<file path="src/common/icache_pkg.sv">
/*
 * Instruction cache package
 * Fixed cache geometry, fill packet formats, request format and state enums
 */
`default_nettype none

package icache_pkg;

  //////////////////////
  // Geometry
  //////////////////////
  localparam int vaddr_width        = 32;
  localparam int page_offset_width  = 9;
  localparam int ptag_width         = 15;
  // Physical address is {ptag, page offset}
  localparam int paddr_width        = ptag_width + page_offset_width;
  localparam int assoc              = 2;
  localparam int way_id_width       = 1;
  localparam int sets               = 64;
  localparam int block_width        = 64;
  // One bank per way, bank word is also the instruction
  localparam int bank_width         = block_width / assoc;
  localparam int byte_offset_width  = 2;
  localparam int bank_index_width   = 1;
  localparam int set_index_width    = 6;
  localparam int block_offset_width = byte_offset_width + bank_index_width;

  //////////////////////
  // Types
  //////////////////////

  // One way's worth of tag storage
  typedef struct packed {
    logic                  v;
    logic [ptag_width-1:0] tag;
  } tag_info_s;

  typedef enum logic {
    e_set_tag,
    e_clear
  } tag_op_e;

  typedef struct packed {
    tag_op_e                    op;
    logic [set_index_width-1:0] index;
    logic [way_id_width-1:0]    way_id;
    logic [ptag_width-1:0]      tag;
  } tag_pkt_s;

  // Word 0 of the block sits in the low bits
  typedef struct packed {
    logic [set_index_width-1:0] index;
    logic [way_id_width-1:0]    way_id;
    logic [block_width-1:0]     data;
  } data_pkt_s;

  // Always a full block, so no size field
  typedef struct packed {
    logic [paddr_width-1:0] addr;
  } cache_req_s;

  typedef struct packed {
    logic [vaddr_width-1:0] vaddr;
  } fetch_tl_s;

  typedef enum logic {
    e_ready,
    e_miss
  } miss_state_e;

endpackage

`default_nettype wire

</file>
<file path="src/icache/icache_tag_mem.sv">
/*
 * Tag memory
 * One-port tag array for both ways, tag packet writes and per-way hit compare
 */
`timescale 1ns/1ps
`default_nettype none

module icache_tag_mem (
  input  logic                                  clk_i,
  input  logic                                  reset_i,
  input  logic                                  rd_i,
  input  logic [icache_pkg::set_index_width-1:0] rd_index_i,
  input  logic                                  tag_pkt_v_i,
  input  icache_pkg::tag_pkt_s                  tag_pkt_i,
  output logic                                  tag_pkt_yumi_o,
  input  logic [icache_pkg::ptag_width-1:0]     ptag_i,
  output logic [icache_pkg::assoc-1:0]          hit_way_o
);
  import icache_pkg::*;

  tag_info_s [assoc-1:0] tag_mem [sets];
  tag_info_s [assoc-1:0] rd_info_r;
  logic [assoc-1:0]      wr_mask;
  tag_info_s             wr_info;
  logic                  tag_wr;

  // Fetch reads own the port, packets take the idle cycles
  assign tag_pkt_yumi_o = tag_pkt_v_i & ~rd_i;
  assign tag_wr         = tag_pkt_yumi_o;

  always_comb
  begin
    wr_mask = '0;
    wr_mask[tag_pkt_i.way_id] = 1'b1;
    if (tag_pkt_i.op == e_set_tag)
      wr_info = '{v: 1'b1, tag: tag_pkt_i.tag};
    else
      wr_info = '0;
  end

  always_ff @(posedge clk_i)
  begin
    if (reset_i)
    begin
      // Invalidate every way of every set
      for (int i = 0; i < sets; i++)
        for (int w = 0; w < assoc; w++)
          tag_mem[i][w].v <= 1'b0;
    end
    else if (tag_wr)
    begin
      for (int w = 0; w < assoc; w++)
        if (wr_mask[w])
          tag_mem[tag_pkt_i.index][w] <= wr_info;
    end
  end

  // Read data holds until the next fetch read
  always_ff @(posedge clk_i)
  begin
    if (rd_i)
      rd_info_r <= tag_mem[rd_index_i];
  end

  always_comb
  begin
    for (int w = 0; w < assoc; w++)
      hit_way_o[w] = rd_info_r[w].v & (rd_info_r[w].tag == ptag_i);
  end

  // A packet left waiting keeps its contents until it is taken
  a_pkt_held: assert property (@(posedge clk_i) disable iff (reset_i)
    tag_pkt_v_i && !tag_pkt_yumi_o |=> tag_pkt_v_i && $stable(tag_pkt_i));

endmodule

`default_nettype wire

</file>
<file path="config.mk">
export PLATFORM = sky130hd
export DESIGN_NAME = icache_tag_mem
export DESIGN_NICKNAME = d
export VERILOG_FILES = /design/src/common/icache_pkg.sv /design/src/icache/icache_tag_mem.sv
export SDC_FILE = /design/constraint.sdc
export NUM_CORES = 2
export LEC_CHECK = 0
export BUFFER_PORTS_ARGS = -buffer_cell sky130_fd_sc_hd__buf_4
export CORE_ASPECT_RATIO = 0.5
export CORE_MARGIN = 2
export CORE_UTILIZATION = 60
export DETAILED_ROUTE_END_ITERATION = 10
export PLACE_DENSITY = 0.82
export SETUP_SLACK_MARGIN = 0.2
export SLEW_MARGIN = 20
export SYNTH_ARGS = -nofsm -noshare
export SYNTH_HDL_FRONTEND = slang
export SYNTH_SLANG_ARGS = --single-unit
</file>
<file path="constraint.sdc">
create_clock -name clk_i -period 9.65 [get_ports clk_i]
set_input_delay 1.93 -clock clk_i [delete_from_list [all_inputs] [get_ports clk_i]]
set_output_delay 1.93 -clock clk_i [all_outputs]
set_load 0.005 [all_outputs]
</file>
==> run summary <==
status - completed
Initial Util - 60.6%
Top Layer Used - met5
Netlist cell types - 49
count of final setup violators - 0
total CTS buffers - 171
hold_buf cts - 0
Power Density - 199 nW/um2
Placed Area - 84,600 um2
Async S/R FF share, synth - 0%
critical path class - in2reg
number of antenna violations at the first check in global routing - 16
worst r2r path cells - 5
Post-synth EDFFs - 2,080
Die Span Y - 265 um
Peak VDD IR - 0.167 mV
Tot Pwr - 18.0 mW
Hold Crit Class - reg2reg
drt first-iter violations - 7,672
Root Driver - clkbuf_16
nets@finish - 4,213
# resized after CTS - 0
#FFs+latches synth - 2,080
Port-buffer cells - 50
sequential area share after synthesis - 76.5%
Post-Route WL - 218,000 um
crit path DAT - 6.33 ns
largest family of logic cells by synthesized area - multiplexers
Slew headroom - 15.1%
met3 WL post-DR - 30,900 um
drt pass-1 iters - 8
Fin Setup TNS - 0 ns
CORE AREA - 135,000 um2
mux contribution to synthesized area - 14.7%
measured slew at the worst slew-check pin - 1.27 ns
Max clock buf depth - 3
Post-Synthesis Cells - 3,999
CP Data Required Time - 10.31 ns
gr usage total - 31.3%
Post-Synth XOR/XNOR Area - 0.322%
Vias/cell - 7.21
wire length per cell - 35.7 um
Synth top area share - 76.5%
crit path capture type - register
post-CTS setup buffer count - 0
prevailing post-synth register cell - edfxtp_1
Syn Nets - 4,047
Synth Area in Compound Gates - 2.54%
remaining antenna violation count after routing - 0
Max Freq - 0.177 GHz
Syn. warnings - 0
syn avg cell area - 20.4 um2
crit-path max FO - 72
DR DRC count - 0
Design Area, Final - 90,300 um2
io pins - 51
Synth Area in Adders - 0%
Die Wd - 526 um
TritonCTS clock tree - done
hold depth - 4
area leader, netlist - edfxtp_1
fin crit period - 5.67 ns
Synth Area in Simple Gates - 4.20%
Skew-Pair Late Insertion Delay - 0.81 ns
grt total ovfl - 0
global-route wire length before repair - 308,000 um
fin crit share - 58.7%
most frequent cells in the layout - edfxtp_1, mux4_2, nor2_1
hold slack - 0.943 ns
hpwl dp - 123,000 um
fin util - 67.0%
H-Tree Depth - 4
Max Cap Viol - 0
CTS Sinks - 2,080
Clock transition at path regs - 0.07 ns
vias in the first global route - 43,200
CP Launch Type - input pin
most common cell after layout, fill and taps aside - edfxtp_1
vias - 44,000
fraction of layout cells with a size suffix above 1 - 27.0%
cells taking the most area after synthesis - edfxtp_1, mux4_2, mux2i_1, nor2_1, or2_2
Final Skew - 0.0283 ns
Metal-1 WL - 73,700 um
RePlAce Congestion - 0.897
Post-Syn Area - 81,600 um2
Final Max Slew Viols - 0
die area - 139,000 um2
met2 WL - 100,000 um
Hold Fails Final Rpt - 0
Layout area overhead - 10.6%
largest net degree at the start of global routing - 130
RSZ-0062 raised after global routing - false
leakage power - 26.0 nW
# rows - 95
## layer usage
| layer | vias up | GRT usage (%) |
|---|---|---|
| met5 | - | 0 |
| met1 | 22400 | 42.4 |
| li1 | 16700 | - |
| met2 | 4055 | 47.2 |
| met4 | 16 | 17.0 |
| met3 | 744 | 8.17 |
## cell families after synthesis
logic type	Yosys count
mux	636
flops	2080
buf+inv	266
xor+xnor	30
simple gates	706
compound gates	281
## registers in the layout, summed over array words and instances, names as in the netlist
name	flops
tag_mem	2048
rd_info_r	32
## synth_stat cells, types with 3 or more instances
master,number
buf_2,63
a31oi_1,3
or2_2,144
inv_1,9
buf_6,17
nand4_1,50
nand3_1,69
clkbuf_1,128
buf_1,14
a211oi_1,17
o211ai_1,11
and3_1,12
o22a_1,11
mux2_2,48
o22ai_1,78
a2111oi_0,3
nand2_1,86
o21ai_0,16
o221ai_1,28
a311o_1,11
xnor2_1,30
a22oi_1,53
edfxtp_1,2080
mux2i_1,140
nor3_1,4
nand3b_1,6
nor2_1,280
a21oi_1,20
mux4_2,448
nand2b_1,11
nor2b_1,32
buf_4,30
buf_12,3
a221o_1,22
## worst paths after layout
kind	slack (ns)	from	to
hold / removal	0.94	tag_mem[10][9]$_DFFE_PP_	rd_info_r[9]$_DFFE_PP_
setup / recovery	3.98	rd_index_i[2]	rd_info_r[14]$_DFFE_PP_
setup reg to reg	7.00	tag_mem[19][28]$_DFFE_PP_	rd_info_r[28]$_DFFE_PP_
hold reg to reg	0.94	tag_mem[10][9]$_DFFE_PP_	rd_info_r[9]$_DFFE_PP_
## stage by stage
| step | std cells | setup slack (ns) |
|---|---|---|
| 3_5_place_dp | 5781 | 3.60 |
| 5_1_grt | 6097 | 4.12 |
| 2_1_floorplan | 3999 | 3.37 |
| 3_3_place_gp | 5780 | 3.72 |
| 6_report | 6097 | 3.98 |
| 4_1_cts | 6089 | 4.37 |
## critical path, stage by stage
cell and delay (ns):
buf_8 0.49, buf_4 0.90, nand2b_2 0.89, o221ai_1 0.66
a21oi_1 0.16, nor3_1 0.84, o211a_1 0.24
## where the power goes
group	internal [mW]	leakage [nW]	switching (mW)	total, mW
clock network	3.81	2.68	3.19	7.00
registers	9.99	16.6	0.0449	10.0
logic	0.313	6.79	0.624	0.936
total	14.1	26.0	3.86	18.0
## cell type report
type	count	area [um2]
tap	1794	2240
antenna	3	7.51
timing repair buffer	250	2040
fill	7823	44400
inverter	9	33.8
multi-input combinational	1653	18000
clock buffer	213	4630
sequential	2080	62500
clock inverter	95	863
No activity file was read; power rests on OpenSTA's default activity.
