[config.mk]
export PLATFORM = sky130hd
export DESIGN_NAME = icache_pipe
export DESIGN_NICKNAME = d
export VERILOG_FILES = /design/src/common/icache_pkg.sv /design/src/icache/icache_pipe.sv
export SDC_FILE = /design/constraint.sdc
export NUM_CORES = 1
export LEC_CHECK = 0
export CAP_MARGIN = 20
export CORE_ASPECT_RATIO = 0.6
export CORE_UTILIZATION = 53
export CTS_BUF_LIST = sky130_fd_sc_hd__clkbuf_4 sky130_fd_sc_hd__clkbuf_8
export DETAILED_ROUTE_END_ITERATION = 16
export DONT_BUFFER_PORTS = 1
export PLACE_DENSITY = 0.82
export SYNTH_ARGS = -nofsm -noshare
export SYNTH_HDL_FRONTEND = slang
export SYNTH_SLANG_ARGS = --single-unit
[constraint.sdc]
create_clock -name clk_i -period 5.24 [get_ports clk_i]
set_input_delay 0.524 -clock clk_i [delete_from_list [all_inputs] [get_ports clk_i]]
set_output_delay 0.524 -clock clk_i [all_outputs]
set_load 0.02 [all_outputs]
[src/common/icache_pkg.sv]
/*
 * Instruction cache package
 * Fixed cache geometry, fill packet formats, request format and state enums
 */
`default_nettype none

package icache_pkg;

  //////////////////////
  // Geometry
  //////////////////////
  localparam int vaddr_width        = 32;
  localparam int page_offset_width  = 9;
  localparam int ptag_width         = 15;
  // Physical address is {ptag, page offset}
  localparam int paddr_width        = ptag_width + page_offset_width;
  localparam int assoc              = 2;
  localparam int way_id_width       = 1;
  localparam int sets               = 64;
  localparam int block_width        = 64;
  // One bank per way, bank word is also the instruction
  localparam int bank_width         = block_width / assoc;
  localparam int byte_offset_width  = 2;
  localparam int bank_index_width   = 1;
  localparam int set_index_width    = 6;
  localparam int block_offset_width = byte_offset_width + bank_index_width;

  //////////////////////
  // Types
  //////////////////////

  // One way's worth of tag storage
  typedef struct packed {
    logic                  v;
    logic [ptag_width-1:0] tag;
  } tag_info_s;

  typedef enum logic {
    e_set_tag,
    e_clear
  } tag_op_e;

  typedef struct packed {
    tag_op_e                    op;
    logic [set_index_width-1:0] index;
    logic [way_id_width-1:0]    way_id;
    logic [ptag_width-1:0]      tag;
  } tag_pkt_s;

  // Word 0 of the block sits in the low bits
  typedef struct packed {
    logic [set_index_width-1:0] index;
    logic [way_id_width-1:0]    way_id;
    logic [block_width-1:0]     data;
  } data_pkt_s;

  // Always a full block, so no size field
  typedef struct packed {
    logic [paddr_width-1:0] addr;
  } cache_req_s;

  typedef struct packed {
    logic [vaddr_width-1:0] vaddr;
  } fetch_tl_s;

  typedef enum logic {
    e_ready,
    e_miss
  } miss_state_e;

endpackage

`default_nettype wire

[src/icache/icache_pipe.sv]
/*
 * Fetch pipeline
 * Decode, tag lookup and tag verify stages with hit select and miss detect
 */
`timescale 1ns/1ps
`default_nettype none

module icache_pipe (
  input  logic                                    clk_i,
  input  logic                                    reset_i,
  input  logic                                    v_i,
  input  logic [icache_pkg::vaddr_width-1:0]      vaddr_i,
  input  logic                                    ready_i,
  input  logic                                    yumi_i,
  input  logic [icache_pkg::ptag_width-1:0]       ptag_i,
  input  logic                                    ptag_v_i,
  input  logic [icache_pkg::assoc-1:0]            hit_way_i,
  input  logic [icache_pkg::assoc-1:0][icache_pkg::bank_width-1:0] bank_data_i,
  output logic                                    fetch_rd_o,
  output logic [icache_pkg::set_index_width-1:0]  fetch_index_o,
  output logic [icache_pkg::bank_index_width-1:0] fetch_bank_o,
  output logic [icache_pkg::bank_width-1:0]       data_o,
  output logic                                    data_v_o,
  output logic                                    miss_o,
  output logic [icache_pkg::paddr_width-1:0]      miss_paddr_o
);
  import icache_pkg::*;

  logic                             tl_we;
  logic                             tv_we;
  logic                             v_tl_r;
  fetch_tl_s                        tl_r;
  logic [paddr_width-1:0]           paddr_tl;
  logic                             v_tv_r;
  logic [paddr_width-1:0]           paddr_tv_r;
  logic [assoc-1:0]                 hit_tv_r;
  logic [assoc-1:0][bank_width-1:0] data_tv_r;
  logic [bank_index_width-1:0]      word_tv;
  logic [assoc-1:0]                 bank_sel;

  //////////////////////
  // Decode
  //////////////////////

  // A yumi steals the cycle from new fetches
  assign tl_we         = v_i & ready_i & ~yumi_i;
  assign fetch_rd_o    = tl_we;
  assign fetch_index_o = vaddr_i[block_offset_width +: set_index_width];
  assign fetch_bank_o  = vaddr_i[byte_offset_width +: bank_index_width];

  //////////////////////
  // Tag lookup
  //////////////////////
  always_ff @(posedge clk_i)
  begin
    if (reset_i)
      v_tl_r <= 1'b0;
    else
      v_tl_r <= tl_we;
  end

  always_ff @(posedge clk_i)
  begin
    if (tl_we)
      tl_r.vaddr <= vaddr_i;
  end

  assign paddr_tl = {ptag_i, tl_r.vaddr[page_offset_width-1:0]};
  // No ptag means the fetch is dropped here
  assign tv_we    = v_tl_r & ptag_v_i & ~yumi_i;

  //////////////////////
  // Tag verify
  //////////////////////
  always_ff @(posedge clk_i)
  begin
    if (reset_i)
      v_tv_r <= 1'b0;
    else
      v_tv_r <= tv_we;
  end

  always_ff @(posedge clk_i)
  begin
    if (tv_we)
    begin
      paddr_tv_r <= paddr_tl;
      hit_tv_r   <= hit_way_i;
      data_tv_r  <= bank_data_i;
    end
  end

  assign word_tv = paddr_tv_r[byte_offset_width +: bank_index_width];

  // Bank holding the word is the hit way rotated by the word offset
  always_comb
  begin
    data_o = '0;
    for (int b = 0; b < assoc; b++)
    begin
      bank_sel[b] = hit_tv_r[bank_index_width'(b) - word_tv];
      if (bank_sel[b])
        data_o = data_o | data_tv_r[b];
    end
  end

  assign data_v_o     = v_tv_r & (|hit_tv_r);
  assign miss_o       = v_tv_r & ~(|hit_tv_r);
  assign miss_paddr_o = paddr_tv_r;

  // Tag memory never holds the same ptag in both ways of a set
  a_hit_onehot: assert property (@(posedge clk_i) disable iff (reset_i)
    v_tv_r |-> $onehot0(hit_tv_r));

endmodule

`default_nettype wire

==> qor.csv <==
stage,metric,value,unit
finish,regArea,3010,µm²
hold_path,whs_endpoint,v_tv_r,
global_routing,grt_pass1_wl,10.8,mm
hold_path,hp-start,reset_i,
place,place_ws,2.86,ns
hold_path,hold_path_class,in2reg,
setup_path,start_kind,flip-flop,
drt,route.detailed.drc,0,
floorplan,pin_count,185,
setup_path,rr_startpoint,v_tl_r,
floorplan,initial_core_util,0.547,
clocking,insertion_delay,0.36,ns
finish,area.growth.synth_to_final,5.42,%
clocking,clockBufferDepth,2,
yosys,synth_common_cells,"edfxtp_1 (99), mux2_2 (34), a22o_1 (32), mux2_4 (28), buf_4 (9)",
yosys,synth_area_leaders,"edfxtp_1 (69%), mux2_4 (9.7%), mux2_2 (8.9%)",
yosys,yosysTopAreaCell,edfxtp_1,
clocking,numClockSinks,101,
yosys,avgSynthCellArea,19.0,µm²
global_routing,antenna_found_initial,0,
drt,first_iter_violations,85,
timing,period_share,0.530,
drt,wl_per_cell,21.7,µm
global_routing,grt_pass1_vias,2005,
timing,setup_viol,0,
drt,routed_via_density,5.86,
global_routing,grt_max_degree,79,
clocking,hold_buffers,0,
timing,hold_viol_final,0,
setup_path,rr_endpoint,data_tv_r[44],
setup_path,cp_max_fo,65,
clocking,post_cts_resized,0,
yosys,syn_area,4310,µm²
setup_path,cp_data_required_time,4.72,ns
clocking,cts_root_buf,clkbuf_8,
yosys,synthesis.instances,227,
yosys,async_flop_share,0,
global_routing,grt_use_total,0.176,
timing,setup-tns-final,0,ns
power,leakage,1.55,nW
timing,tightest_slew,1.04,ns
clocking,cts_tree,yes,
clocking,cts_buffers,9,
floorplan,die_area,8510,µm²
yosys,synth.distinct_cells,15,
drt,routed_wirelength,7.22,mm
setup_path,ff2ff_path_depth,3,
timing,grt_setup_unrepaired,no,
yosys,synthXorXnorAreaFrac,0,
place,routabilityCongestion,0.720,
setup_path,rrSetupSlack,3.31,ns
setup_path,cp.arrival,2.25,ns
clocking,cts_htree_levels,3,
global_routing,grt_overflow,0,
floorplan,die_w,118,µm
yosys,synthMuxAreaShare,0.191,
yosys,yosysWarnings,0,
floorplan,core_area,7880,µm²
finish,diodes,0,
place,hpwl,4.86,mm
yosys,synth-seq-cells,101,
timing,layout_min_cycle_time,2.78,ns
yosys,synth_fa_ha_area_frac,0,
timing,relSlewSlack,0.306,
yosys,synth_top_area_frac,0.689,
place,port-buffer-count,0,
hold_path,hold_depth,1,
finish,nets,339,
run,max_cap_violations,0,
yosys,yosysMostFrequentCell,edfxtp_1,
clocking,clkTransAtPathRegs,0.10,ns
setup_path,path_class,reg2out,
finish,multi_input_area,1150,µm²
timing,fin_ws,2.46,ns
finish,drive_gt1_frac,0.369,
yosys,synth_flop_cell,edfxtp_1,
power,peakVddDrop,0.203,mV
timing,slew_viol_final,0,
run_status,status,"complete, no violations",
yosys,synth_edf_count,99,
yosys,seq_area_frac_synth,0.699,
yosys,syn_nets,346,
floorplan,die_y,71.9,µm
yosys,synth_top_family_by_area,multiplexers,
finish,n_fill_cell,593,
clocking,postCtsSetupBuffers,0,
drt,dr.pass1.iters,4,
drt,ant_nets,0,
floorplan,num_rows,25,
yosys,synth_compound_area_frac,0.0667,
power,power.density,314,nW/µm²
setup_path,crit_start,miss_paddr_o[2],
timing,max_freq,0.360,GHz
timing,finClkSkew,0.00631,ns
setup_path,end_kind,output pin,
drt,vias,1950,
yosys,synth-simple-area-share,0.00754,
[critical path, cell delays in order, from the launching register on]
cell	delay (ns)
edfxtp_1	0.33
buf_4	0.73
mux2_2	0.41
a22o_1	0.32
[layout by cell type (no fill, tap or decap)]
cell / n
clkinv_2: 1
a22o_1: 32
nand2_1: 2
mux2_4: 28
bufinv_16: 1
nor3b_1: 1
dfxtp_1: 2
clkinv_8: 1
buf_4: 4
edfxtp_1: 99
nor3_1: 2
nor2_1: 1
nor2_4: 1
inv_8: 2
o21a_1: 1
clkbuf_8: 9
mux2_2: 34
inv_6: 2
mux2_1: 2
[power breakdown]
part,internal [mW],switching (mW)
logic,0.00517,0.00977
registers,0.895,0.00377
clock network,0.234,0.279
[area by class of cell]
type | instances | area share
Timing Repair Buffer | 4 | 0.00660
Tap cell | 108 | 0.0297
Clock inverter | 7 | 0.0201
Multi-Input combinational cell | 104 | 0.254
Sequential cell | 101 | 0.663
Clock buffer | 9 | 0.0272
[layer usage]
layer  part of all wire  vias to the layer above  track usage
met4              0.012                        0       0.0675
met1               0.41                      953        0.197
met3               0.11                       10        0.104
met5                  0                        -            0
li1                   -                      882            -
met2               0.47                      105        0.280
[logic make-up after synthesis]
kind of cell	after synthesis
DFF	101
muxes	64
AOI/OAI and AO/OA	33
buffers and inverters	22
and+or+nand+nor	7
[sequential cells by signal, summed over array words and instances (netlist names)]
register and flops:
data_tv_r 64, hit_tv_r 2, miss_paddr_o 24, tl_r 9, v_tl_r 1, v_tv_r 1
[stage by stage]
| step | hold slack (ns) | total power [mW] | instance area, µm² | util | std cells |
|---|---|---|---|---|---|
| floorplan | 0.400 | 0.937 | 4310 | - | 227 |
| global placement | 0.403 | 0.931 | 4330 | 0.550 | 317 |
| detailed placement | 0.408 | 0.932 | 4330 | 0.550 | 317 |
| CTS | 0.201 | 1.44 | 4550 | 0.577 | 333 |
| global route | 0.194 | 1.47 | 4550 | 0.577 | 333 |
| finish | 0.227 | 1.43 | 4550 | 0.577 | 333 |
[worst max path at each step]
stage	end	slack, ns	cells after the start
after floorplan	data_tv_r[0]	0.35	2
after global placement	data_o[0]	2.90	3
after detailed placement	data_o[0]	2.86	3
after CTS	data_o[0]	2.44	3
after global routing	data_o[2]	2.36	3
final	data_o[2]	2.46	3
Power figures use the tool's default switching activity.
